$ cat src/common/cache_macros.svh
`ifndef CACHE_MACROS_SVH
`define CACHE_MACROS_SVH

// fetch address and word widths
`define ADDR_WIDTH 32
`define XLEN 64

// cache geometry
`define SET_COUNT 64
`define WAY_COUNT 2
`define LINE_BEATS 4

// one line holds all beats of a burst
`define LINE_BITS (`XLEN * `LINE_BEATS)

// address field widths, derived from the geometry
`define INDEX_WIDTH ($clog2(`SET_COUNT))
`define OFFSET_WIDTH ($clog2(`LINE_BITS / 8))
`define TAG_WIDTH (`ADDR_WIDTH - `INDEX_WIDTH - `OFFSET_WIDTH)

// offset split into word select and byte within word
`define WORD_SEL_WIDTH ($clog2(`LINE_BEATS))
`define BYTE_SEL_WIDTH ($clog2(`XLEN / 8))

`endif

$ cat src/common/cacheBusPkg.sv
`default_nettype none

`include "cache_macros.svh"

package cacheBusPkg;

  // request FSM states
  // replay re-reads the freshly filled line before compare
  typedef enum logic [2:0] {
    stIdle,
    stCompare,
    stMiss,
    stRefill,
    stReplay
  } ctrlState_t;

  // slot of the next refill beat within the line
  typedef logic [`WORD_SEL_WIDTH-1:0] beatCount_t;

endpackage

`default_nettype wire

$ cat src/cache/cacheCtrl.sv
`timescale 1ns/1ps
`default_nettype none

module cacheCtrl (
  input  wire  clk,
  input  wire  rst_n,
  input  wire  valid_i,
  input  wire  cacheHit_i,
  input  wire  rdReady_i,
  input  wire  rdLast_i,
  output logic addrOk_o,
  output logic dataOk_o,
  output logic dataNotOk_o,
  output logic rdValid_o,
  output logic lookupEn_o,
  output logic captureEn_o,
  output logic fillEn_o,
  output logic touchEn_o
);

  cacheBusPkg::ctrlState_t curState;
  cacheBusPkg::ctrlState_t nextState;

  // state decodes
  logic inIdle;
  logic inCompare;
  logic inMiss;
  logic inRefill;
  logic inReplay;

  // request taken on this edge
  logic accept;

  assign inIdle    = (curState == cacheBusPkg::stIdle);
  assign inCompare = (curState == cacheBusPkg::stCompare);
  assign inMiss    = (curState == cacheBusPkg::stMiss);
  assign inRefill  = (curState == cacheBusPkg::stRefill);
  assign inReplay  = (curState == cacheBusPkg::stReplay);

  always_ff @(posedge clk or negedge rst_n) begin
    if (!rst_n) begin
      curState <= cacheBusPkg::stIdle;
    end else begin
      curState <= nextState;
    end
  end

  always_comb begin
    nextState = curState;
    case (curState)
      cacheBusPkg::stIdle: begin
        if (valid_i) begin
          nextState = cacheBusPkg::stCompare;
        end
      end
      cacheBusPkg::stCompare: begin
        // a hit may take the next request in the same cycle
        if (!cacheHit_i) begin
          nextState = cacheBusPkg::stMiss;
        end else if (!valid_i) begin
          nextState = cacheBusPkg::stIdle;
        end
      end
      cacheBusPkg::stMiss: begin
        // hold the burst request until the bus takes it
        if (rdReady_i) begin
          nextState = cacheBusPkg::stRefill;
        end
      end
      cacheBusPkg::stRefill: begin
        if (rdLast_i) begin
          nextState = cacheBusPkg::stReplay;
        end
      end
      cacheBusPkg::stReplay: begin
        nextState = cacheBusPkg::stCompare;
      end
      default: begin
        nextState = cacheBusPkg::stIdle;
      end
    endcase
  end

  // core handshake
  assign addrOk_o    = inIdle || (inCompare && cacheHit_i);
  assign accept      = valid_i && addrOk_o;
  assign dataOk_o    = inCompare && cacheHit_i;
  // result still pending while the line is fetched
  assign dataNotOk_o = inMiss || inRefill || inReplay;

  // burst request stays up for the whole miss state
  assign rdValid_o = inMiss;

  // array reads on acceptance, and again after the fill
  assign lookupEn_o  = accept || inReplay;
  // refill latches each accepted address for a possible burst
  assign captureEn_o = accept;
  // last beat completes the line, written on that edge
  assign fillEn_o    = inRefill && rdLast_i;
  // a completed hit refreshes the lru mark
  assign touchEn_o   = inCompare && cacheHit_i;

endmodule

`default_nettype wire

$ cat config.mk
export PLATFORM = sky130hd
export DESIGN_NAME = cacheCtrl
export DESIGN_NICKNAME = d
export VERILOG_FILES = /design/src/common/cacheBusPkg.sv /design/src/cache/cacheCtrl.sv
export VERILOG_INCLUDE_DIRS = /design/src /design/src/common
export SDC_FILE = /design/constraint.sdc
export NUM_CORES = 1
export LEC_CHECK = 0
export ABC_AREA = 1
export ABC_CLOCK_PERIOD_IN_PS = 1620
export BUFFER_PORTS_ARGS = -buffer_cell sky130_fd_sc_hd__clkbuf_2
export CAP_MARGIN = 20
export CORE_AREA = 2 2 39 41
export CTS_BUF_LIST = sky130_fd_sc_hd__clkbuf_8
export CTS_CLUSTER_SIZE = 16
export DETAILED_ROUTE_END_ITERATION = 7
export DIE_AREA = 0 0 41 43
export SLEW_MARGIN = 20
export SYNTH_ARGS = -nofsm -noshare
export SYNTH_HDL_FRONTEND = slang
export SYNTH_SLANG_ARGS = --single-unit
$ cat constraint.sdc
create_clock -name clk -period 1.62 [get_ports clk]
set_clock_uncertainty 0.15 [all_clocks]
set_input_delay 0.405 -clock clk [delete_from_list [all_inputs] [get_ports clk]]
set_output_delay 0.405 -clock clk [all_outputs]
set_load 0.01 [all_outputs]
==> results.cfg <==
[outcome]
status = finished, violations left
violations = setup timing

[grt]
grt_overflow = 0
grt_max_degree = 7
grt_use_total = 0.0957
antenna_found_initial = 0
grt_pass1_wl_um = 1060
grt_pass1_vias = 274

[placed_design]
placedCellCount = 68
dpl.hpwl_um = 467
port_buffers = 13
gp_congestion = 0.771

[clock_tree]
cts_tree = built
clock-sinks = 3
numCtsBuffers = 3
clk_latency_ns = 0.22
clockBufferDepth = 2
htree_levels = 1
clkTransAtPathRegs_ns = 0.03
clock-root-buffer = clkbuf_8

[sta]
hold_viol = 0
max_freq_ghz = 0.579
finalMaxSlewViolations = 0
finalCriticalPeriod_ns = 1.73
slew_headroom = 0.863
period_share = 1.07
finalSetupTns_ns = -0.447
setup_ws_ns = -0.108
rsz0062_at_grt = true
worst_pin_slew_ns = 0.204
finalSetupViolCount = 7

[min_path]
holdCritStartpoint = rdLast_i
holdPathStages = 2
min_to = curState[2]$_DFFE_PN0P_
min_path_type = input pin to flop

[critical_path]
r2r_cells = 5
path_max_fanout = 5
worst_setup_path_start_kind = flop
required_ns = 1.06
max_stage_delay_ns = 0.43
cp-end-kind = output pin
cpLargestDelayFamily = flip-flops
worstPathArrival_ns = 1.17
reg2reg_from = curState[2]$_DFFE_PN0P_
r2r_slack_ns = 0.26
crit_type = flop to output pin
path_common_cell = nand2_1
crit_path_top_delay_cell = dfrtp_2
r2r-end = curState[0]$_DFFE_PN0P_
path_cells = a211oi_2 > nand2_1 > nand2_1 > buf_2
critPathBufInv = 1

[logic_synthesis]
synth-seq-cells = 3
ys_types = 13
ys_seq_area_frac = 0.311
synth_area_um2 = 241
syn_avg_cell_area_um2 = 6.19
syn_inst = 39
yosys_warnings = 0
synth_fp_nets = 45

[drt]
wl_per_cell_um = 9.14
wirelength_um = 740
drtIter0Drc = 5
antenna_left = 0
route.vias.total = 342
via_per_inst = 4.22
drc_errors = 0
drt_pre_antenna_iters = 4

[job]
cap_violations = 0

[pwr]
seqPwrFrac = 0.176
internal-power_mw = 0.559
p_leak_nw = 0.273
power.density_mw_per_mm2 = 1900
clockPowerShare = 0.226
peakVddDrop_mv = 0.481
p_sw_mw = 0.383
power_frac_comb = 0.598
p_total_mw = 0.942
netSwitchingFraction = 0.407

[floorplanning]
core-area_mm2 = 0.00138
initial_core_util = 0.175
die_y_um = 43
fp.dieArea_mm2 = 0.00176
rows = 14
die_w_um = 41
floorplan.io_pins = 14

[layout]
largestRegisters = curState (3)
final.fill_count = 144
area_growth_pct = 105
post-route-util = 0.358
antenna_cells = 0
instances_no_fill = 81
largest-register = curState
largest_reg_flops = 3
final_net_count = 72
drive_gt1_frac = 0.600
[worst reg2reg max path: stages, from the launching register on]
cell,delay [ns]
dfrtp_2,0.44
buf_6,0.14
buf_4,0.12
nor3_2,0.22
nor2_1,0.08
a21oi_1,0.13
[layout by cell type (no fill, tap or decap), types with 2 or more instances in the layout]
| master | n |
|---|---|
| buf_2 | 5 |
| inv_1 | 5 |
| nand2_1 | 7 |
| nor2_1 | 7 |
| inv_2 | 2 |
| nand2_2 | 2 |
| clkbuf_8 | 3 |
| dfrtp_2 | 3 |
| buf_6 | 2 |
| buf_4 | 8 |
| clkbuf_2 | 7 |
| nor2_2 | 2 |
[Yosys cell counts]
cell type,count,area share
nand3_1,2,0.041
o21ai_0,1,0.021
nor3_2,1,0.041
o21ai_1,1,0.021
inv_1,6,0.093
nand2_1,9,0.14
a21oi_1,1,0.021
a211oi_1,1,0.031
dfrtp_1,3,0.31
nor3b_1,2,0.062
nand3b_1,1,0.031
buf_4,1,0.031
nor2_1,10,0.16
[kinds of logic after synthesis]
| kind of cell | share of synthesized area |
|---|---|
| AOI/OAI and AO/OA | 0.0932 |
| buffers and inverters | 0.124 |
| DFF | 0.311 |
| and+or+nand+nor | 0.472 |
[metrics by stage]
| stage | hold slack (ns) | setup WS [ns] | instance area, um^2 |
|---|---|---|---|
| floorplan | -0.0406 | 0.0403 | 246 |
| global placement | 0.0536 | 0.0258 | 332 |
| detailed placement | 0.0579 | 0.0215 | 332 |
| CTS | 0.308 | -0.103 | 419 |
| global route | 0.324 | -0.166 | 495 |
| finish | 0.310 | -0.108 | 495 |
[worst max-delay path by stage]
stage                                  startpoint         end  slack [ns]  cells past startpoint
after floorplan           curState[2]$_DFFE_PN0P_   touchEn_o        0.04                      4
after global placement                 cacheHit_i  lookupEn_o        0.03                      6
after detailed placement               cacheHit_i  lookupEn_o        0.02                      6
after CTS                 curState[2]$_DFFE_PN0P_  lookupEn_o       -0.10                      4
after global routing      curState[0]$_DFFE_PN0P_  lookupEn_o       -0.17                      4
final                     curState[1]$_DFFE_PN0P_  lookupEn_o       -0.11                      4
[power by group through the flow]
stage / registers [mW] / logic (mW) / clock network, mW
global placement: 0.157 / 0.337 / 0
CTS: 0.161 / 0.393 / 0.219
finish: 0.165 / 0.564 / 0.213
detailed placement: 0.156 / 0.342 / 0
global route: 0.172 / 0.611 / 0.227
floorplan: 0.147 / 0.237 / 0
[what timing repair did]
item	CTS	global route
pin swaps	2	3
gates resized for setup	7	15
endpoints found under the setup margin	8	8
hold endpoints to repair	3	0
hold buffers	1	0
buffers inserted	2	6
[metal layers]
layer	GRT usage	wire length, um
met5	0	0
met4	0.0600	10
met3	0.0628	61
met2	0.119	342
met1	0.117	325
[cell type report]
cell class / count / area [um^2] / share of cell area
Sequential cell: 3 / 78.8 / 0.159
Timing Repair Buffer: 23 / 153 / 0.308
Multi-Input combinational cell: 29 / 176 / 0.356
Inverter: 6 / 22.5 / 0.0455
Clock buffer: 3 / 41.3 / 0.0833
Clock inverter: 1 / 3.75 / 0.00758
Tap cell: 16 / 20.0 / 0.0404
No activity file was read; power rests on OpenSTA's default activity.
